## src/common/uart_pkg.sv

```systemverilog
`default_nettype none

package uart_pkg;

	localparam int DATA_BITS = 8; // payload bits per frame
	localparam int SYNC_STAGES = 3; // flops in the rx line synchronizer
	localparam int FRAME_BITS = DATA_BITS + 2; // start + data + stop, parity adds one

	localparam logic START_BIT = 1'b0; // start bit level
	localparam logic STOP_BIT = 1'b1; // stop bit level
	localparam logic LINE_IDLE = 1'b1; // line rests high between frames

	typedef struct packed {
		logic parity_en; // append a parity bit
		logic parity_odd; // 1 = odd parity, 0 = even
		logic loopback; // rx listens to our own tx line
	} uart_cfg_t;

	typedef struct packed {
		logic [DATA_BITS-1:0] data; // received byte
		logic parity_error; // parity bit did not match
		logic frame_error; // stop bit sampled low
		logic parity_bit; // parity bit as seen on the line, 0 with parity off
	} uart_rx_result_t;

	// no parity, even, external line
	localparam uart_cfg_t CFG_DEFAULT = '{
		parity_en: 1'b0,
		parity_odd: 1'b0,
		loopback: 1'b0
	};

endpackage

`default_nettype wire

```

## src/design/uart_config.sv

```systemverilog
`timescale 1ns/1ps
`default_nettype none

module uart_config (
	input wire logic clk,
	input wire logic reset,
	input wire logic i_cfg_write,
	input wire uart_pkg::uart_cfg_t i_cfg,
	output uart_pkg::uart_cfg_t o_cfg
);

	// settings steer tx framing, rx checking and the line select in the top
	always_ff @(posedge clk) begin
		if (reset)
			o_cfg <= uart_pkg::CFG_DEFAULT; // no parity, even, external line
		else if (i_cfg_write)
			o_cfg <= i_cfg; // in effect the cycle after the strobe
	end

endmodule

`default_nettype wire

```

## src/design/uart_baud_gen.sv

```systemverilog
`timescale 1ns/1ps
`default_nettype none

module uart_baud_gen #(
	parameter int CLOCKS_PER_BIT = 8
) (
	input wire logic clk,
	input wire logic reset,
	output logic o_bit_tick
);

	localparam int CNT_W = $clog2(CLOCKS_PER_BIT);
	localparam logic [CNT_W-1:0] LAST_CNT = CNT_W'(CLOCKS_PER_BIT - 1);

	logic [CNT_W-1:0] div_cnt; // free running divider

	always_ff @(posedge clk) begin
		if (reset) begin
			div_cnt <= '0;
			o_bit_tick <= 1'b0;
		end else begin
			o_bit_tick <= (div_cnt == LAST_CNT); // one cycle pulse per bit period
			if (div_cnt == LAST_CNT)
				div_cnt <= '0; // wrap, non power of two rates work too
			else
				div_cnt <= div_cnt + 1'b1;
		end
	end

endmodule

`default_nettype wire

```

## src/uart_tx/uart_tx.sv

```systemverilog
`timescale 1ns/1ps
`default_nettype none

module uart_tx (
	input wire logic clk,
	input wire logic reset,
	input wire logic i_enable,
	input wire logic [uart_pkg::DATA_BITS-1:0] i_data,
	input wire uart_pkg::uart_cfg_t i_cfg,
	input wire logic i_bit_tick,
	output logic o_serial_out,
	output logic o_busy
);

	localparam int SR_W = uart_pkg::FRAME_BITS + 1; // room for the parity bit
	localparam int CNT_W = $clog2(SR_W + 1);
	localparam logic [CNT_W-1:0] LEN_PLAIN = CNT_W'(uart_pkg::FRAME_BITS);
	localparam logic [CNT_W-1:0] LEN_PARITY = CNT_W'(uart_pkg::FRAME_BITS + 1);

	logic [SR_W-1:0] frame_sr; // lsb goes out first
	logic [CNT_W-1:0] bit_cnt; // bits already put on the line
	logic [CNT_W-1:0] frame_len; // 10 or 11 bits, fixed at enable
	logic waiting; // busy but first tick not seen yet
	logic parity_bit;
	logic start_frame;

	assign parity_bit = (^i_data) ^ i_cfg.parity_odd; // even parity unless odd selected
	assign start_frame = i_enable && !o_busy; // enable while busy is dropped

	// frame payload, shifted once per bit period
	always_ff @(posedge clk) begin
		if (start_frame) begin
			if (i_cfg.parity_en)
				frame_sr <= {uart_pkg::STOP_BIT, parity_bit, i_data, uart_pkg::START_BIT};
			else
				frame_sr <= {uart_pkg::LINE_IDLE, uart_pkg::STOP_BIT, i_data,
					uart_pkg::START_BIT}; // stop bit right after the data
			frame_len <= i_cfg.parity_en ? LEN_PARITY : LEN_PLAIN;
		end else if (o_busy && i_bit_tick) begin
			frame_sr <= {uart_pkg::LINE_IDLE, frame_sr[SR_W-1:1]}; // fill with idle level
		end
	end

	always_ff @(posedge clk) begin
		if (reset) begin
			o_busy <= 1'b0;
			waiting <= 1'b0;
			bit_cnt <= '0;
			o_serial_out <= uart_pkg::LINE_IDLE;
		end else if (start_frame) begin
			o_busy <= 1'b1; // visible the cycle after enable
			waiting <= 1'b1; // line stays idle until the next tick
		end else if (o_busy && i_bit_tick) begin
			if (waiting) begin
				waiting <= 1'b0;
				o_serial_out <= frame_sr[0]; // start bit
				bit_cnt <= CNT_W'(1);
			end else if (bit_cnt == frame_len) begin
				// stop bit has had its full period
				o_busy <= 1'b0;
				o_serial_out <= uart_pkg::LINE_IDLE;
			end else begin
				o_serial_out <= frame_sr[0]; // next data, parity or stop bit
				bit_cnt <= bit_cnt + 1'b1;
			end
		end
	end

endmodule

`default_nettype wire

```

## src/uart_rx/uart_rx.sv

```systemverilog
`timescale 1ns/1ps
`default_nettype none

module uart_rx #(
	parameter int CLOCKS_PER_BIT = 8
) (
	input wire logic clk,
	input wire logic reset,
	input wire logic i_serial_in,
	input wire uart_pkg::uart_cfg_t i_cfg,
	output logic o_rx_valid,
	output uart_pkg::uart_rx_result_t o_rx_result
);

	localparam int PHASE_W = $clog2(CLOCKS_PER_BIT);
	localparam int IDX_W = $clog2(uart_pkg::DATA_BITS);
	localparam logic [PHASE_W-1:0] LAST_PHASE = PHASE_W'(CLOCKS_PER_BIT - 1);
	localparam logic [PHASE_W-1:0] HALF_PHASE = PHASE_W'(CLOCKS_PER_BIT / 2 - 1);
	localparam logic [IDX_W-1:0] LAST_IDX = IDX_W'(uart_pkg::DATA_BITS - 1);

	typedef enum logic [2:0] {
		ST_IDLE,
		ST_START,
		ST_DATA,
		ST_PARITY,
		ST_STOP
	} state_t;

	state_t state;
	logic [uart_pkg::SYNC_STAGES-1:0] sync_ff; // line enters at bit 0
	logic rx_line; // synchronized line
	logic line_prev; // for falling edge detect
	logic [PHASE_W-1:0] phase; // clocks since last sample point
	logic [IDX_W-1:0] bit_idx; // data bit being received
	logic [uart_pkg::DATA_BITS-1:0] data_sr; // filled from the top, lsb first on line
	logic rx_par; // sampled parity bit
	logic phase_done;
	logic start_edge;
	logic parity_bad;

	assign rx_line = sync_ff[uart_pkg::SYNC_STAGES-1];
	assign phase_done = (phase == LAST_PHASE);
	assign start_edge = line_prev && !rx_line;
	// expected parity follows the same rule as the transmitter
	assign parity_bad = i_cfg.parity_en && (rx_par != ((^data_sr) ^ i_cfg.parity_odd));

	always_ff @(posedge clk) begin
		if (reset) begin
			sync_ff <= '1; // idle high, no false start out of reset
			line_prev <= uart_pkg::LINE_IDLE;
		end else begin
			sync_ff <= {sync_ff[uart_pkg::SYNC_STAGES-2:0], i_serial_in};
			line_prev <= rx_line;
		end
	end

	// sampled payload
	always_ff @(posedge clk) begin
		if (state == ST_START)
			rx_par <= 1'b0; // stays 0 when no parity bit follows
		else if (state == ST_DATA && phase_done)
			data_sr <= {rx_line, data_sr[uart_pkg::DATA_BITS-1:1]};
		else if (state == ST_PARITY && phase_done)
			rx_par <= rx_line;
	end

	always_ff @(posedge clk) begin
		if (reset) begin
			state <= ST_IDLE;
			phase <= '0;
			bit_idx <= '0;
			o_rx_valid <= 1'b0;
			o_rx_result <= '0;
		end else begin
			o_rx_valid <= 1'b0; // single cycle pulse
			case (state)
				ST_IDLE: begin
					phase <= '0;
					if (start_edge)
						state <= ST_START;
				end
				ST_START: begin
					if (phase == HALF_PHASE) begin
						phase <= '0;
						bit_idx <= '0;
						// a line back high at mid start bit was a glitch
						state <= (rx_line == uart_pkg::START_BIT) ? ST_DATA : ST_IDLE;
					end else begin
						phase <= phase + 1'b1;
					end
				end
				ST_DATA: begin
					phase <= phase_done ? '0 : phase + 1'b1;
					if (phase_done) begin
						bit_idx <= bit_idx + 1'b1;
						if (bit_idx == LAST_IDX)
							state <= i_cfg.parity_en ? ST_PARITY : ST_STOP;
					end
				end
				ST_PARITY: begin
					phase <= phase_done ? '0 : phase + 1'b1;
					if (phase_done)
						state <= ST_STOP;
				end
				ST_STOP: begin
					phase <= phase_done ? '0 : phase + 1'b1;
					if (phase_done) begin
						// report at mid stop bit, no wait for its end
						o_rx_valid <= 1'b1;
						o_rx_result.data <= data_sr;
						o_rx_result.parity_error <= parity_bad;
						o_rx_result.frame_error <= (rx_line != uart_pkg::STOP_BIT);
						o_rx_result.parity_bit <= rx_par;
						state <= ST_IDLE;
					end
				end
				default: state <= ST_IDLE;
			endcase
		end
	end

endmodule

`default_nettype wire

```

## src/design/uart_top.sv

```systemverilog
`timescale 1ns/1ps
`default_nettype none

module uart_top #(
	parameter int CLOCKS_PER_BIT = 8
) (
	input wire logic clk,
	input wire logic reset,
	input wire logic i_enable,
	input wire logic [uart_pkg::DATA_BITS-1:0] i_data,
	input wire logic i_serial_in,
	input wire logic i_cfg_write,
	input wire uart_pkg::uart_cfg_t i_cfg,
	output logic o_serial_out,
	output logic o_busy,
	output logic o_rx_valid,
	output uart_pkg::uart_rx_result_t o_rx_result,
	output uart_pkg::uart_cfg_t o_cfg
);

	uart_pkg::uart_cfg_t cfg; // registered settings
	logic bit_tick; // tx bit period strobe
	logic rx_line; // line the receiver listens to

	// loopback feeds the receiver from our own tx output
	assign rx_line = cfg.loopback ? o_serial_out : i_serial_in;
	assign o_cfg = cfg;

	uart_config u_config (
		.clk (clk),
		.reset (reset),
		.i_cfg_write (i_cfg_write),
		.i_cfg (i_cfg),
		.o_cfg (cfg)
	);

	uart_baud_gen #(
		.CLOCKS_PER_BIT (CLOCKS_PER_BIT)
	) u_baud_gen (
		.clk (clk),
		.reset (reset),
		.o_bit_tick (bit_tick)
	);

	uart_tx u_tx (
		.clk (clk),
		.reset (reset),
		.i_enable (i_enable),
		.i_data (i_data),
		.i_cfg (cfg),
		.i_bit_tick (bit_tick),
		.o_serial_out (o_serial_out),
		.o_busy (o_busy)
	);

	// rx keeps its own phase, it does not use the tx tick
	uart_rx #(
		.CLOCKS_PER_BIT (CLOCKS_PER_BIT)
	) u_rx (
		.clk (clk),
		.reset (reset),
		.i_serial_in (rx_line),
		.i_cfg (cfg),
		.o_rx_valid (o_rx_valid),
		.o_rx_result (o_rx_result)
	);

endmodule

`default_nettype wire

```

## config.mk

```make
export PLATFORM = sky130hd
export DESIGN_NAME = uart_top
export DESIGN_NICKNAME = d
export VERILOG_FILES = /design/src/common/uart_pkg.sv /design/src/design/uart_config.sv /design/src/design/uart_baud_gen.sv /design/src/uart_tx/uart_tx.sv /design/src/uart_rx/uart_rx.sv /design/src/design/uart_top.sv
export SDC_FILE = /design/constraint.sdc
export NUM_CORES = 1
export LEC_CHECK = 0
export BUFFER_PORTS_ARGS = -buffer_cell sky130_fd_sc_hd__buf_2
export CORE_MARGIN = 2
export CORE_UTILIZATION = 45
export CTS_CLUSTER_SIZE = 24
export DETAILED_ROUTE_END_ITERATION = 8
export GPL_TIMING_DRIVEN = 0
export SLEW_MARGIN = 10
export SYNTH_ARGS = -nofsm -noshare
export SYNTH_HDL_FRONTEND = slang
export SYNTH_HIERARCHICAL = 1
export SYNTH_SLANG_ARGS = --single-unit
```

## constraint.sdc

```tcl
create_clock -name clk -period 3 [get_ports clk]
set_input_delay 0.6 -clock clk [delete_from_list [all_inputs] [get_ports clk]]
set_output_delay 0.6 -clock clk [all_outputs]
set_load 0.03 [all_outputs]
```

# ---- Yosys cells after proc, flatten, opt, wreduce, memory -nomap -nowiden
# Cells that the tools add are included.
# Widths: inputs -> output; s select.
dict set report word_totals {
  register_bits 63
  latch_bits 0
  ram_bits 0
  rom_bits 0
  elab_cells 109
  n_memories 0
}
dict set report classes {
  add_sub_neg 4
  multipliers 0
  div_mod_pow 0
  n_lt_le_gt_ge 0
  n_eq_ne 18
  shift 0
  mux 31
  n_bitwise 7
  n_reduce_logical 26
}
# cell count
set ops {}
lappend ops {{$mux 3} 11}
lappend ops {{$mux 11} 2}
lappend ops {{$reduce_xor 8->1} 2}
lappend ops {{$pmux 3 s5} 1}
lappend ops {{$eq 3x3->1 const B} 4}
lappend ops {{$mux 1} 11}
lappend ops {{$mux 10} 1}
lappend ops {{$ne 2x1->1 const B} 5}
lappend ops {{$add 3x1->3 const B} 3}
lappend ops {{$eq 3x2->1 const B} 3}
lappend ops {{$pmux 3 s3} 1}
lappend ops {{$reduce_and 3->1} 3}
lappend ops {{$mux 4} 2}
lappend ops {{$reduce_and 2->1} 4}
lappend ops {{$logic_and 1x1->1} 6}
lappend ops {{$ne 2x2->1 const B} 3}
lappend ops {{$pmux 3 s2} 1}
lappend ops {{$reduce_and 6->1} 1}
lappend ops {{$reduce_bool 2->1} 3}
lappend ops {{$not 1->1} 5}
lappend ops {{$add 4x1->4 const B} 1}
lappend ops {{$eq 4x4->1} 1}
lappend ops {{$reduce_or 2->1} 2}
lappend ops {{$eq 3x1->1 const B} 1}
lappend ops {{7 further kinds} 9}

# ---- Depth between registers and ports, before layout
dict set report depth {
  ltp_word 5
  depth_mapped 7
  ltp_nobuf 6
}

# ---- Cells and area by module
# The synthesis kept the hierarchy.
# mod n_inst cells_each area_per_inst_um2
set modules_own_cells {}
lappend modules_own_cells {uart_rx 1 156 1534.0}
lappend modules_own_cells {uart_tx 1 68 878.3}
lappend modules_own_cells {uart_baud_gen 1 10 131.4}
lappend modules_own_cells {uart_config 1 9 101.3}
lappend modules_own_cells {uart_top 1 1 15.0}

# ---- Least setup slack after synthesis
# No wires, ideal clock.
dict set report synth_path {
  path_type {input to register}
  start {in i_enable}
  end {reg u_tx.frame_sr[0], enable pin}
  setup_time_ns 0.347
  arrival_time_ns 1.371
  required_ns 2.653
  path_slack_ns 1.283
  cell_stages 3
  path_buffers 1
  cell_sequence {nor2b_1 buf_4 nand2b_1}
}
dict set report synth_between {
  elab_chain_cells 2
}
# element line_no
set synth_lines {}
lappend synth_lines {{from (decl)} uart_top.sv:9} ;# input wire logic i_enable,
lappend synth_lines {{$logic_and 1x1->1} uart_tx.sv:28} ;# assign start_frame = i_enable && !o_busy;
lappend synth_lines {{named net u_tx.start_frame} uart_tx.sv:25} ;# logic start_frame;
lappend synth_lines {{$reduce_bool 2->1 (no line)} n/a}
lappend synth_lines {{to (signal assigned)} uart_tx.sv:34} ;# frame_sr <= {uart_pkg::STOP_BIT, parity_bit, i_data, uart_pkg::START_BIT};
lappend synth_lines {{to (signal assigned)} uart_tx.sv:36} ;# frame_sr <= {uart_pkg::LINE_IDLE, uart_pkg::STOP_BIT, i_data,
lappend synth_lines {{to (signal assigned)} uart_tx.sv:40} ;# frame_sr <= {uart_pkg::LINE_IDLE, frame_sr[SR_W-1:1]};
lappend synth_lines {{to (decl)} uart_tx.sv:20} ;# logic [SR_W-1:0] frame_sr;
# The timed path passes the listed nets, and every way through them passes these cells.
# A chain may end at the register's enable or synchronous reset.

# ---- Final worst setup path
dict set report layout_path {
  start {reg u_rx.phase[0]}
  end {reg u_rx/o_rx_result[5] (netlist name)}
}
dict set report layout_between {
  elab_chain_cells 2
}
# element line_no
set layout_lines {}
lappend layout_lines {{from (decl)} uart_rx.sv:33} ;# logic [PHASE_W-1:0] phase;
lappend layout_lines {{from (signal assigned)} uart_rx.sv:89} ;# phase <= phase + 1'b1;
lappend layout_lines {{from (signal assigned)} uart_rx.sv:93} ;# phase <= phase_done ? '0 : phase + 1'b1;
lappend layout_lines {{from (signal assigned)} uart_rx.sv:101} ;# phase <= phase_done ? '0 : phase + 1'b1;
lappend layout_lines {{$eq 3x3->1} uart_rx.sv:42} ;# assign phase_done = (phase == LAST_PHASE);
lappend layout_lines {{named net u_rx.phase_done} uart_rx.sv:37} ;# logic phase_done;
lappend layout_lines {{$reduce_and 2->1 (no line)} n/a}
# The timed path passes the listed nets, and every way through them passes these cells.

==> impl_metrics.py <==
metrics = {
    "min_path": {
        "hold_start": "u_rx/sync_ff[0]",
        "hold-path-endpoint": "u_rx/sync_ff[1]",
        "min_path_cells": 1,
        "hold_path_class": "flop to flop",
    },
    "worst_setup_path": {
        "cpPeakStageDelay_ps": 380,
        "crit_fanout": 10,
        "critPathSlowestCell": "clkbuf_1",
        "required_ps": 3250,
        "crit_family": "buffers and inverters",
        "startpoint_type": "flop",
        "r2r_cells": 7,
        "critPathKind": "flop to flop",
        "worst-path-buf-inv": 2,
        "critical_path.most_common_cell": "ha_1",
        "cp.arrival_ps": 2060,
        "cp-startpoint": "u_rx/phase[0]",
        "crit_path_end_kind": "flop",
        "regToRegSetupSlack_ps": 1190,
        "r2r-end": "u_rx/o_rx_result[5]",
        "cp_cell_sequence": "ha_1, ha_1, buf_4, nand4bb_1, clkbuf_1, nand2_1, a21oi_1",
        "reg2reg_from": "u_rx/phase[0]",
    },
    "sta": {
        "fin_crit_sh_pct": 60.3,
        "post-route-min-period_ps": 1810,
        "hold_viol_final": 0,
        "fin_ws_ps": 1190,
        "slew_viol_final": 0,
        "setup_violations": 0,
        "relSlewSlack_pct": 65.0,
        "fmax_mhz": 553,
        "grt_setup_unrepaired": "no",
        "setup_tns_ps": 0,
        "fin_skew_ps": 4.70,
        "worstMarginPinSlew_ps": 525,
    },
    "cts": {
        "ctsResizeCount": 0,
        "htreeDepth": 3,
        "clk_path_buf_depth": 2,
        "numCtsBuffers": 9,
        "clk_pin_slew_ps": 70,
        "cts.sinks": 59,
        "cts_hold_buf": 0,
        "worstSkewPairLatency_ps": 320,
        "root_buffer": "clkbuf_8",
        "post_cts_buffers": 0,
        "cts_tree": "built",
    },
    "cells_and_area": {
        "final_common_cell": "dfxtp_1",
        "seqCellArea_um2": 1370,
        "final_cell_mix": "dfxtp_1 (40), buf_2 (36), a21oi_1 (23), nand2_1 (21), edfxtp_1 (19)",
        "area_growth_syn_to_layout_pct": 16.8,
        "fin_cells": 367,
        "drive_gt1_share_pct": 26.0,
        "diodes": 0,
        "nets": 313,
        "fin_area_um2": 3110,
        "multi_input_area_um2": 1210,
        "fillCellCount": 560,
    },
    "synth": {
        "synth.area.top_cells": "dfxtp_1 (30%), edfxtp_1 (21%), ha_1 (4.7%)",
        "synth_top_area_share_pct": 30.1,
        "ys_ff_latch": 59,
        "async_reset_ff_share_pct": 0,
        "avgSynthCellArea_um2": 10.9,
        "ys_types": 44,
        "synth_edf_count": 19,
        "syn-instance-count": 244,
        "synth_warnings": 6,
        "synth_nets": 270,
        "ys.flop_type": "dfxtp_1",
        "seq_area_frac_synth_pct": 51.6,
        "yosys.area.top_type": "dfxtp_1",
        "synth_area_um2": 2660,
    },
    "flow_run": {
        "cap_violations": 0,
    },
    "detailed_routing": {
        "antenna_left": 0,
        "avgRoutedWirePerCell_um": 13.4,
        "drc": 0,
        "drtIter0Drc": 52,
        "drt_pre_antenna_iters": 4,
        "drt-vias-per-instance": 5.10,
        "wl_um": 4900,
        "vias": 1872,
    },
    "placement": {
        "dpl_cell_area_um2": 2910,
        "gp_congestion": 0.763,
        "place_worst_setup_slack_ps": 885,
        "dpl.cell_count": 351,
        "hpwl_um": 3420,
        "numPortBuffers": 32,
    },
    "global_route": {
        "grt_pass1_wl_um": 8270,
        "grt_usage_pct": 16.8,
        "antenna_found_initial": 0,
        "grt_max_degree": 16,
        "grt_overflow": 0,
        "grt_pass1_vias": 1815,
    },
    "power": {
        "cellPowerDensity_nw_per_um2": 536,
        "p_leak_uw": 0.00122,
        "vdd_drop_max_mv": 0.309,
    },
    "die": {
        "num_rows": 28,
        "initial_utilization_pct": 45.7,
        "core_um2": 5820,
        "io_pins": 33,
        "die_area_um2": 6540,
        "dieWidth_um": 80.9,
        "die_h_um": 80.9,
    },
    "outcome": {
        "status": "finished clean",
    },
}
==> how the worst max path moves through the flow <==
stage,to,slack (ps),cells after the start
after detailed placement,u_tx/frame_sr[4],890,4
after CTS,u_rx/o_rx_result[7],1170,7
after global placement,u_tx/frame_sr[4],940,4
after floorplan,u_tx/frame_sr[0],1280,3
final,u_rx/o_rx_result[5],1190,7
after global routing,u_rx/o_rx_result[4],990,7
==> worst reg2reg max path: stages (launching register included) <==
cell       delay (ps)
dfxtp_1           330
ha_1              250
ha_1              210
buf_4             160
nand4bb_1         150
clkbuf_1          380
nand2_1           110
a21oi_1           150
==> per-stage QoR <==
step                util, %  hold slack [ps]  power [uW]
finish                 53.4              416        1670
global route           53.4              442        1740
CTS                    53.4              419        1690
detailed placement     50.1              401         980
global placement       50.1              394         978
floorplan                 -              389         945
==> metal layers <==
layer  up-vias  global-route usage (%)  share of wire [%]
li1        947                       -                  -
met1       896                    20.9                 50
met2        22                    27.2                 47
met3         7                    3.67                2.1
met4         0                    8.81                1.4
met5         -                       0                  0
==> Yosys cell counts (6+ instances only) <==
cell      instances
dfxtp_1          40
a21oi_1          23
nand2_1          21
edfxtp_1         19
nor2_1           13
ha_1             10
xnor2_1          10
mux2_2            9
o21ai_0           8
nor2b_1           7
nor3b_1           7
mux2i_1           6
==> registers in the layout (all words and copies together), names as in the netlist, 3 cells and up <==
| register | flops |
|---|---|
| u_rx/bit_idx | 3 |
| u_baud_gen/div_cnt | 3 |
| u_rx/state | 3 |
| u_rx/o_rx_result | 11 |
| u_rx/sync_ff | 3 |
| u_rx/phase | 3 |
| u_tx/bit_cnt | 4 |
| u_rx/data_sr | 8 |
| u_tx/frame_sr | 10 |
| u_config/o_cfg | 3 |
==> area by class of cell <==
| cell class | count | share of cell area, % |
|---|---|---|
| Buffer | 11 | 1.85 |
| Multi-Input combinational cell | 169 | 39.0 |
| Timing Repair Buffer | 32 | 5.16 |
| Inverter | 5 | 0.604 |
| Tap cell | 75 | 3.02 |
| Clock inverter | 6 | 1.77 |
| Sequential cell | 59 | 44.1 |
| Clock buffer | 10 | 4.43 |
==> cell families after synthesis <==
| logic type | after synthesis | synth area share [%] |
|---|---|---|
| compound gates | 45 | 10.2 |
| mux | 16 | 6.63 |
| fa+ha+maj | 10 | 4.70 |
| simple gates | 83 | 18.1 |
| buf+inv | 16 | 2.87 |
| xor+xnor | 15 | 5.97 |
| flops | 59 | 51.6 |
==> where the power goes <==
part / leakage [uW] / switching, uW / internal [uW]
clock: 0.000106 / 304 / 399
combinational: 0.000616 / 51.1 / 53.4
sequential: 0.000498 / 13.5 / 845
total: 0.00122 / 368 / 1300
(Power assumes the default switching activity.)
